==> config.mk <==
export PLATFORM = sky130hd
export DESIGN_NAME = pwm_top
export DESIGN_NICKNAME = d
export VERILOG_FILES = /design/src/hdl/pwm_pkg.sv /design/src/hdl/pwm_cfg_if.sv /design/src/hdl/gen_32b_reg.sv /design/src/hdl/pwm_gen.sv /design/src/hdl/pwm_reg.sv /design/src/hdl/pwm_top.sv
export SDC_FILE = /design/constraint.sdc
export NUM_CORES = 1
export LEC_CHECK = 0
export ABC_AREA = 1
export BUFFER_PORTS_ARGS = -buffer_cell sky130_fd_sc_hd__buf_2
export CORE_MARGIN = 3
export CORE_UTILIZATION = 45
export DETAILED_ROUTE_END_ITERATION = 7
export PLACE_DENSITY_LB_ADDON = 0.12
export REMOVE_ABC_BUFFERS = 1
export SYNTH_ARGS = -nofsm -noshare
export SYNTH_HDL_FRONTEND = slang
export SYNTH_HIERARCHICAL = 1
export SYNTH_SLANG_ARGS = --single-unit
export TNS_END_PERCENT = 10
==> constraint.sdc <==
create_clock -name mclk -period 5.5 [get_ports mclk]
set_clock_uncertainty 0.1 [all_clocks]
set_input_delay 0.275 -clock mclk [delete_from_list [all_inputs] [get_ports mclk]]
set_output_delay 0.275 -clock mclk [all_outputs]
set_load 0.05 [all_outputs]
==> src/hdl/pwm_pkg.sv <==
// Channel count and register map are fixed here; address 7 is unmapped and reads as zero
`default_nettype none

package pwm_pkg;

  // ------------------------------------------------
  // Sizes
  // ------------------------------------------------
  localparam int PWM_CHANNELS = 6;
  localparam int PWM_CNT_W    = 16;
  localparam int REG_ADDR_W   = 3;
  localparam int REG_DATA_W   = 32;
  localparam int REG_BE_W     = 4;

  // ------------------------------------------------
  // Register map
  // ------------------------------------------------
  // Global enable and invert bits
  localparam logic [REG_ADDR_W-1:0] PWM_REG_GLBL = 3'd0;
  // Channel n lives at PWM_REG_CH0 + n
  localparam logic [REG_ADDR_W-1:0] PWM_REG_CH0  = 3'd1;

  // Field positions inside the global register
  localparam int GLBL_EN_LSB  = 0;
  localparam int GLBL_INV_LSB = 8;

  // Period value counted in mclk cycles
  typedef logic [PWM_CNT_W-1:0] pwm_period_t;

endpackage : pwm_pkg

`default_nettype wire

==> src/hdl/pwm_cfg_if.sv <==
// Plain level signals holding register contents; no handshake and values may change at any edge
`default_nettype none
`timescale 1ns/1ps

interface pwm_cfg_if import pwm_pkg::*; ();

  // ------------------------------------------------
  // Per-channel control bits
  // ------------------------------------------------
  // One enable bit per channel
  logic [PWM_CHANNELS-1:0] chan_en;
  // 1 flips the output polarity
  logic [PWM_CHANNELS-1:0] chan_inv;

  // ------------------------------------------------
  // Per-channel periods
  // ------------------------------------------------
  // Active part of the period
  pwm_period_t             cfg_high [PWM_CHANNELS];
  // Inactive part of the period
  pwm_period_t             cfg_low  [PWM_CHANNELS];

  // Register file drives everything
  modport reg_side (
    output chan_en, chan_inv, cfg_high, cfg_low
  );

  // Generator only reads
  modport gen_side (
    input  chan_en, chan_inv, cfg_high, cfg_low
  );

endinterface : pwm_cfg_if

`default_nettype wire

==> src/hdl/gen_32b_reg.sv <==
// Byte-lane write register; lanes update only while cs is high and reset asynchronously to RESET_VAL
`default_nettype none
`timescale 1ns/1ps

module gen_32b_reg import pwm_pkg::*; #(
  parameter logic [REG_DATA_W-1:0] RESET_VAL = '0
) (
  input  logic                  mclk,
  input  logic                  h_reset_n,
  // Write strobe for this register
  input  logic                  cs,
  // Byte enables
  input  logic [REG_BE_W-1:0]   we,
  input  logic [REG_DATA_W-1:0] data_in,
  output logic [REG_DATA_W-1:0] data_out
);

  // Each byte lane has its own enable
  always_ff @(posedge mclk or negedge h_reset_n) begin
    if (!h_reset_n) begin
      data_out <= RESET_VAL;
    end else if (cs) begin
      for (int b = 0; b < REG_BE_W; b++) begin
        // Untouched lanes keep old value
        if (we[b]) begin
          data_out[8*b +: 8] <= data_in[8*b +: 8];
        end
      end
    end
  end

endmodule : gen_32b_reg

`default_nettype wire

==> src/hdl/pwm_gen.sv <==
// Period changes act at once with no reload boundary; high of zero gives a constant inactive level
`default_nettype none
`timescale 1ns/1ps

module pwm_gen import pwm_pkg::*; (
  input  logic                    mclk,
  input  logic                    h_reset_n,

  // Configuration from the register file
  pwm_cfg_if.gen_side             cfg,

  output logic [PWM_CHANNELS-1:0] pwm_out
);

  // ------------------------------------------------
  // One counter and output stage per channel
  // ------------------------------------------------
  for (genvar ch = 0; ch < PWM_CHANNELS; ch++) begin : g_chan
    // One extra bit so high+low cannot overflow
    logic [PWM_CNT_W:0] period;
    logic [PWM_CNT_W:0] cnt;
    logic               active;
    logic               out_q;

    assign period = {1'b0, cfg.cfg_high[ch]} + {1'b0, cfg.cfg_low[ch]};
    // Active while still inside the high part
    assign active = (cnt < {1'b0, cfg.cfg_high[ch]});

    // Counter runs 0 .. period-1
    always_ff @(posedge mclk or negedge h_reset_n) begin
      if (!h_reset_n) begin
        cnt <= '0;
      end else if (!cfg.chan_en[ch]) begin
        // Parked while disabled
        cnt <= '0;
      end else if (cnt + 1'b1 >= period) begin
        // Also catches a period shortened below cnt
        cnt <= '0;
      end else begin
        cnt <= cnt + 1'b1;
      end
    end

    // Registered output with polarity
    always_ff @(posedge mclk or negedge h_reset_n) begin
      if (!h_reset_n) begin
        out_q <= 1'b0;
      end else if (cfg.chan_en[ch]) begin
        out_q <= active ^ cfg.chan_inv[ch];
      end else begin
        // Idle level follows invert bit
        out_q <= cfg.chan_inv[ch];
      end
    end

    assign pwm_out[ch] = out_q;
  end

endmodule : pwm_gen

`default_nettype wire

==> src/hdl/pwm_reg.sv <==
// Ack one cycle after cs, then low for a cycle; writes land every edge with cs and wr high
`default_nettype none
`timescale 1ns/1ps

module pwm_reg import pwm_pkg::*; (
  input  logic                  mclk,
  input  logic                  h_reset_n,

  // Register bus
  input  logic                  reg_cs,
  input  logic                  reg_wr,
  input  logic [REG_ADDR_W-1:0] reg_addr,
  input  logic [REG_DATA_W-1:0] reg_wdata,
  input  logic [REG_BE_W-1:0]   reg_be,
  output logic [REG_DATA_W-1:0] reg_rdata,
  output logic                  reg_ack,

  // Configuration towards the generator
  pwm_cfg_if.reg_side           cfg
);

  // ------------------------------------------------
  // Address decode
  // ------------------------------------------------
  logic                    wr_en;
  logic                    glbl_sel;
  logic                    glbl_wr;
  logic [PWM_CHANNELS-1:0] chan_sel;
  logic [PWM_CHANNELS-1:0] chan_wr;

  // Register contents
  logic [REG_DATA_W-1:0]   glbl_q;
  logic [REG_DATA_W-1:0]   chan_q [PWM_CHANNELS];
  // Read mux result sampled with ack
  logic [REG_DATA_W-1:0]   reg_out;

  assign wr_en    = reg_cs & reg_wr;
  assign glbl_sel = (reg_addr == PWM_REG_GLBL);
  assign glbl_wr  = wr_en & glbl_sel;

  // Global register holding the enable and invert fields
  gen_32b_reg #(
    .RESET_VAL ('0)
  ) u_glbl_reg (
    .mclk      (mclk),
    .h_reset_n (h_reset_n),
    .cs        (glbl_wr),
    .we        (reg_be),
    .data_in   (reg_wdata),
    .data_out  (glbl_q)
  );

  assign cfg.chan_en  = glbl_q[GLBL_EN_LSB +: PWM_CHANNELS];
  assign cfg.chan_inv = glbl_q[GLBL_INV_LSB +: PWM_CHANNELS];

  // ------------------------------------------------
  // Channel registers
  // ------------------------------------------------
  for (genvar ch = 0; ch < PWM_CHANNELS; ch++) begin : g_chan
    // Channel n sits one address above the previous one
    assign chan_sel[ch] = (reg_addr == PWM_REG_CH0 + REG_ADDR_W'(ch));
    assign chan_wr[ch]  = wr_en & chan_sel[ch];

    gen_32b_reg #(
      .RESET_VAL ('0)
    ) u_chan_reg (
      .mclk      (mclk),
      .h_reset_n (h_reset_n),
      .cs        (chan_wr[ch]),
      .we        (reg_be),
      .data_in   (reg_wdata),
      .data_out  (chan_q[ch])
    );

    // Low period in lower half, high period in upper half
    assign cfg.cfg_low[ch]  = chan_q[ch][PWM_CNT_W-1:0];
    assign cfg.cfg_high[ch] = chan_q[ch][2*PWM_CNT_W-1:PWM_CNT_W];
  end

  // ------------------------------------------------
  // Read mux
  // ------------------------------------------------
  always_comb begin
    // Unmapped address falls through as zero
    reg_out = '0;
    if (glbl_sel) begin
      // Other global bits read back as zero
      reg_out[GLBL_EN_LSB +: PWM_CHANNELS]  = glbl_q[GLBL_EN_LSB +: PWM_CHANNELS];
      reg_out[GLBL_INV_LSB +: PWM_CHANNELS] = glbl_q[GLBL_INV_LSB +: PWM_CHANNELS];
    end
    for (int ch = 0; ch < PWM_CHANNELS; ch++) begin
      if (chan_sel[ch]) begin
        reg_out = chan_q[ch];
      end
    end
  end

  // Ack pulse with registered read data
  always_ff @(posedge mclk or negedge h_reset_n) begin
    if (!h_reset_n) begin
      reg_rdata <= '0;
      reg_ack   <= 1'b0;
    end else if (reg_cs && !reg_ack) begin
      reg_rdata <= reg_out;
      reg_ack   <= 1'b1;
    end else begin
      // Forced low for one cycle even if cs stays up
      reg_ack   <= 1'b0;
    end
  end

endmodule : pwm_reg

`default_nettype wire

==> src/hdl/pwm_top.sv <==
// Register bus and PWM outputs share mclk; no latency added beyond register file and generator
`default_nettype none
`timescale 1ns/1ps

module pwm_top import pwm_pkg::*; (
  input  logic                    mclk,
  input  logic                    h_reset_n,

  // ------------------------------------------------
  // Register bus
  // ------------------------------------------------
  input  logic                    reg_cs,
  input  logic                    reg_wr,
  input  logic [REG_ADDR_W-1:0]   reg_addr,
  input  logic [REG_DATA_W-1:0]   reg_wdata,
  input  logic [REG_BE_W-1:0]     reg_be,
  output logic [REG_DATA_W-1:0]   reg_rdata,
  output logic                    reg_ack,

  // ------------------------------------------------
  // PWM outputs
  // ------------------------------------------------
  output logic [PWM_CHANNELS-1:0] pwm_out
);

  // Config levels between register file and generator
  pwm_cfg_if cfg_if ();

  // Register file
  pwm_reg u_pwm_reg (
    .mclk      (mclk),
    .h_reset_n (h_reset_n),
    .reg_cs    (reg_cs),
    .reg_wr    (reg_wr),
    .reg_addr  (reg_addr),
    .reg_wdata (reg_wdata),
    .reg_be    (reg_be),
    .reg_rdata (reg_rdata),
    .reg_ack   (reg_ack),
    .cfg       (cfg_if.reg_side)
  );

  // Waveform generator
  pwm_gen u_pwm_gen (
    .mclk      (mclk),
    .h_reset_n (h_reset_n),
    .cfg       (cfg_if.gen_side),
    .pwm_out   (pwm_out)
  );

endmodule : pwm_top

`default_nettype wire

==> results of run 1 <==
## where the power goes
part,internal (mW),total [mW],leakage [nW],switching (mW)
Sequential,2.88,3.43,4.57,0.550
Combinational,1.15,3.30,10.4,2.15
Clock,1.65,2.79,0.676,1.14
Total,5.68,9.52,15.7,3.84
## state kept, by name, indices dropped and copies added, names as in the netlist
register and cells:
u_pwm_reg/g_chan.u_chan_reg/data_out 192, u_pwm_gen/g_chan.cnt 102, u_pwm_gen/g_chan.out_q 6, u_pwm_reg/u_glbl_reg/data_out 12, u_pwm_reg/reg_ack 1, u_pwm_reg/reg_rdata 32
## worst register-to-register path, cell delays in order (launching register included)
cell and delay [ns]:
dfrtp_1 0.44, ha_1 0.25, fa_1 0.40, nand3_1 0.10, nand2_1 0.11, nand3_1 0.09, nand2_1 0.10, nand3_1 0.09
nand2_1 0.08, xor2_1 0.17, ha_1 0.32, nand2_1 0.08, nor3_1 0.34, nand4_1 0.21, nand4_2 0.40, nor2_1 0.09
## path summary, 6_finish.rpt
check	start	to	slack (ns)	cells past startpoint
max in group asynchronous	h_reset_n	u_pwm_gen/g_chan[5].cnt[14]	3.80	3
min in group asynchronous	h_reset_n	u_pwm_gen/g_chan[1].out_q	0.22	2
max reg2reg	u_pwm_reg/g_chan[2].u_chan_reg/data_out[16]	u_pwm_gen/g_chan[2].cnt[16]	2.00	15
min reg2reg	u_pwm_reg/reg_rdata[12]	u_pwm_reg/reg_rdata[12]	0.37	2
max	u_pwm_reg/g_chan[2].u_chan_reg/data_out[16]	u_pwm_gen/g_chan[2].cnt[16]	2.00	15
min	reg_wdata[3]	u_pwm_reg/g_chan[2].u_chan_reg/data_out[3]	0.04	3
## stage by stage
step / area (um^2) / setup slack [ns] / power [mW] / hold slack (ns) / std cells
2_1_floorplan: 26180 / 1.581 / 5.578 / -0.1206 / 3652
5_1_grt: 29190 / 1.607 / 10.15 / 0.02259 / 4597
4_1_cts: 29180 / 1.956 / 9.548 / 0.00007450 / 4596
6_report: 29190 / 2.001 / 9.521 / 0.03730 / 4597
3_3_place_gp: 27750 / 2.073 / 6.706 / 0.2322 / 4516
3_5_place_dp: 27750 / 1.974 / 6.710 / 0.2374 / 4516
## per-layer routing
| layer | routed length (um) | GRT usage, % | up-vias |
|---|---|---|---|
| met5 | 0 | 0 | - |
| met4 | 4448 | 12.92 | 0 |
| met3 | 6332 | 4.267 | 187 |
| met2 | 38110 | 42.02 | 920 |
| met1 | 41780 | 41.32 | 11560 |
| li1 | - | - | 12310 |
## layout make-up
cell class / instances / area share, %
diodes: 1 / 0.008574
clock buffers: 63 / 4.398
clock inverters: 10 / 0.2786
inverters: 359 / 4.617
multi-input cells: 2948 / 55.63
flip-flops and latches: 345 / 29.58
well taps: 765 / 3.279
repair buffers: 106 / 2.212
## timing repair
item,CTS,global route
buffers inserted,0,0
hold buffers,7,0
endpoints found under the hold margin,95,0
==> results.json, run 1 <==
{
  "outcome": "completed",
  "final_antenna_net_count": 0,
  "endpoint_kind": "register",
  "finalHoldViolCount": 0,
  "ir_drop_v": 0.0002115,
  "layout.nets": 4146,
  "slew_headroom_pct": 35.26,
  "crit_path_cell_trace": "ha_1, fa_1, nand3_1, nand2_1, nand3_1, nand2_1, nand3_1, nand2_1, xor2_1, ha_1, nand2_1, nor3_1, nand4_1, nand4_2, nor2_1",
  "drtPass1Iterations": 6,
  "path_max_fanout": 17,
  "hold_path_class": "in -> reg",
  "vias": 24970,
  "area_growth_syn_to_layout_pct": 8.548,
  "portBuffers": 81,
  "grt_usage_pct": 28.56,
  "grt_overflow": 0,
  "core_area_um2": 58360,
  "gp_congestion": 0.9715,
  "ys_warn_count": 6,
  "finalSetupViolCount": 0,
  "tns_ns": 0,
  "final_cell_mix": "nand2_1 (1280), inv_1 (345), dfrtp_1 (345), nand3_1 (327), nor2_1 (320)",
  "final_common_cell": "nand2_1",
  "tritoncts.num_buffers": 43,
  "drv_cap": 0,
  "path_delay_family": "simple AND/OR/NAND/NOR gates",
  "die_x_um": 250.4,
  "drive_above_1_share_pct": 7.779,
  "period_share_pct": 63.63,
  "dpl.hpwl_um": 68550,
  "netlist_area_um2": 26890,
  "tritoncts": "done",
  "grt_max_degree": 139,
  "leakage_nw": 15.69,
  "worst_pin_slew_ns": 0.9700,
  "die_h_um": 250.4,
  "multi_input_area_um2": 16240,
  "max_stage_delay_ns": 0.44,
  "wl_per_cell_um": 19.73,
  "timing.setup.critical_path_class": "reg -> reg",
  "slowest_stage": "dfrtp_1",
  "antenna_found_initial": 2,
  "power_density_nw_per_um2": 326.2,
  "grt_setup_unrepaired": "false",
  "start_util_pct": 46.08,
  "post-route-util_pct": 50.02,
  "routed_wl_um": 90680,
  "seqCellArea_um2": 8633,
  "drt_iter0_drc": 2513,
  "rows": 88,
  "period_needed_ns": 3.499,
  "cts_root_buf": "clkbuf_16",
  "grt_pass1_vias": 23270,
  "fill_cells": 5938,
  "cts.path.max_buffers": 3,
  "avgSynthCellArea_um2": 7.157,
  "cp_num_buf_inv": 0,
  "clk_pin_slew_ns": 0.06,
  "cp.required_ns": 5.84,
  "fmaxAchievable_ghz": 0.2858,
  "drc": 0,
  "via_per_inst": 5.432,
  "cts.sinks": 345,
  "drv_slew": 0,
  "die_area_um2": 62720,
  "cts.repair.resized": 0,
  "worstPathArrival_ns": 3.84,
  "grt_pass1_wl_um": 139700,
  "synth_cells": 3757,
  "io_pins": 82,
  "crit_top_cell": "nand2_1",
  "worstSkewPairLatency_ns": 0.57,
  "cp-start-kind": "register",
  "htreeDepth": 2
}
No activity file was read; power rests on OpenSTA's default activity.
==> run 2, diff against run 1 <==
Clock period 5.5 ns to 3.07 ns, I/O delays scaled along.
==> run 2 against run 1 <==
Effect of this change: combinational power rose by 110%; cell area rose by 7.2%; non-clock buffer count rose by 148; wire length rose by 4.4%; clock-buffer cell count rose by 3; hold slack got worse by 0.011 ns; highest routed layer unchanged.
==> results.json, run 2 (synthesis gave the netlist of run 1 again) <==
{
  "io_pins": 82,
  "wl_per_cell_um": 19.90,
  "path_delay_family": "adder cells",
  "power_density_nw_per_um2": 583.1,
  "critical_path_cell_count": 17,
  "slowest_stage": "dfrtp_1",
  "core_area_um2": 58360,
  "final_common_cell": "nand2_1",
  "max_stage_delay_ns": 0.38,
  "rows": 88,
  "top_register": "u_pwm_reg/g_chan.u_chan_reg/data_out",
  "tritoncts": "done",
  "leakage_nw": 16.53,
  "path_max_fanout": 8,
  "seqCellArea_um2": 8642,
  "final_cell_mix": "nand2_1 (1256), inv_1 (345), dfrtp_1 (338), nand3_1 (321), nor2_1 (301)",
  "drv_slew": 0,
  "tritoncts.num_buffers": 44,
  "period_share_pct": 98.25,
  "grt_usage_pct": 29.44,
  "outcome": "completed",
  "drv_cap": 0,
  "worstRegToRegCells": 17,
  "drc": 0,
  "post-route-util_pct": 53.60,
  "drt_iter0_drc": 2756,
  "holdPathEnd": "u_pwm_reg/u_glbl_reg/data_out[1]",
  "gp_congestion": 0.9847,
  "dpl.hpwl_um": 71010,
  "fill_cells": 5823,
  "cts.path.max_buffers": 3,
  "largestRegisters": "u_pwm_reg/g_chan.u_chan_reg/data_out (192), u_pwm_gen/g_chan.cnt (102), u_pwm_reg/reg_rdata (32)",
  "layout.nets": 4295,
  "routed_wl_um": 94630,
  "hp-start": "reg_addr[2]",
  "die_h_um": 250.4,
  "cp.required_ns": 3.50,
  "multi_input_area_um2": 16810,
  "hold_path_class": "in -> reg",
  "grt_max_degree": 85,
  "worst_pin_slew_ns": 0.9971,
  "via_per_inst": 5.423,
  "regToRegStartpoint": "u_pwm_reg/g_chan[2].u_chan_reg/data_out[16]",
  "grt_overflow": 0,
  "crit_path_cell_trace": "ha_2, fa_2, nand3_2, nand2_4, nand3_2, nand2_4, a21oi_2, xor2_1, ha_1, nand2_1, inv_1, o21ai_1, nand2_1, a21oi_2, nand4_4, clkbuf_16, nor2_1",
  "vias": 25780,
  "ir_drop_v": 0.0003977,
  "dp.cells": 4625,
  "area_growth_syn_to_layout_pct": 16.32,
  "drtPass1Iterations": 6,
  "period_needed_ns": 3.016,
  "finalSetupViolCount": 0,
  "portBuffers": 81,
  "cp-start-kind": "register",
  "clk_pin_slew_ns": 0.06,
  "cp_num_buf_inv": 2,
  "start_util_pct": 46.08,
  "cts.sinks": 345,
  "grt_setup_unrepaired": "true",
  "htreeDepth": 2,
  "fmaxAchievable_ghz": 0.3315,
  "largest_reg_flops": 192,
  "regToRegSetupSlack_ns": 0.05,
  "antenna_found_initial": 2,
  "worstPathArrival_ns": 3.44,
  "grt_pass1_vias": 23870,
  "finalHoldViolCount": 0,
  "fin_cells": 4754,
  "timing.setup.critical_path_class": "reg -> reg",
  "hold-path-cell-count": 5,
  "cts_root_buf": "clkbuf_16",
  "grt_pass1_wl_um": 142900,
  "drive_above_1_share_pct": 13.84,
  "final_antenna_net_count": 0,
  "worstSkewPairLatency_ns": 0.60,
  "worst_r2r_endpoint": "u_pwm_gen/g_chan[2].cnt[7]",
  "slew_headroom_pct": 33.53,
  "die_x_um": 250.4,
  "die_area_um2": 62720,
  "endpoint_kind": "register"
}
run 2: worst max path at each step:
stage,slack [ns],to,from
after floorplan,-0.73,u_pwm_reg/g_chan[3].u_chan_reg/data_out[0],reg_addr[2]
final,0.05,u_pwm_gen/g_chan[2].cnt[7],u_pwm_reg/g_chan[2].u_chan_reg/data_out[16]
after CTS,-0.01,u_pwm_gen/g_chan[2].cnt[11],u_pwm_reg/g_chan[2].u_chan_reg/data_out[0]
after global placement,0.05,u_pwm_gen/g_chan[1].cnt[14],u_pwm_reg/g_chan[1].u_chan_reg/data_out[0]
after detailed placement,-0.01,u_pwm_gen/g_chan[1].cnt[13],u_pwm_reg/g_chan[1].u_chan_reg/data_out[0]
after global routing,-0.16,u_pwm_gen/g_chan[4].cnt[4],u_pwm_reg/g_chan[4].u_chan_reg/data_out[5]
run 2: cell type report:
type,instances,share of cell area (%)
sequential,345,27.63
antenna,1,0.008001
inverter,359,4.309
multi-input combinational,2948,53.75
timing repair buffer,254,6.409
tap,765,3.060
clock buffer,66,4.205
clock inverter,16,0.6241
run 2: repair_timing:
action	CTS	global route
hold buffers	33	0
resized for setup	9	144
hold endpoints to repair	308	0
cloned	0	4
buffers inserted	0	9
pin swaps	1	32
setup endpoints to repair	48	102
run 2: through the flow:
stage	cell area [um^2]	setup TNS, ns	worst slack, ns	hold slack [ns]	power, mW
global placement	28680	0	0.04526	0.1197	12.36
floorplan	26180	-26.19	-0.7277	-0.2421	9.993
detailed placement	28680	-0.1157	-0.01320	0.1129	12.38
global route	31270	-6.363	-0.1564	0.04204	19.36
CTS	30560	-0.01216	-0.01216	0.001628	17.95
finish	31280	0	0.05381	0.02661	18.24
run 2: report_power, final:
part	switching (mW)	internal, mW
clock network	2.17	3.30
logic	4.31	2.52
registers	0.776	5.16
total	7.26	11.0
run 2: tightest hold or removal path, stage by stage:
cell and delay (ns):
buf_2 0.17, nor4_2 0.08, buf_4 0.16, nand3_1 0.08
nand2_1 0.05
run 2: per-layer routing:
layer,wire (um),up-vias,GRT usage (%)
met5,0,-,0
met4,4197,0,11.41
met3,7439,197,5.067
met2,40300,1024,43.78
met1,42690,11920,42.55
li1,-,12640,-
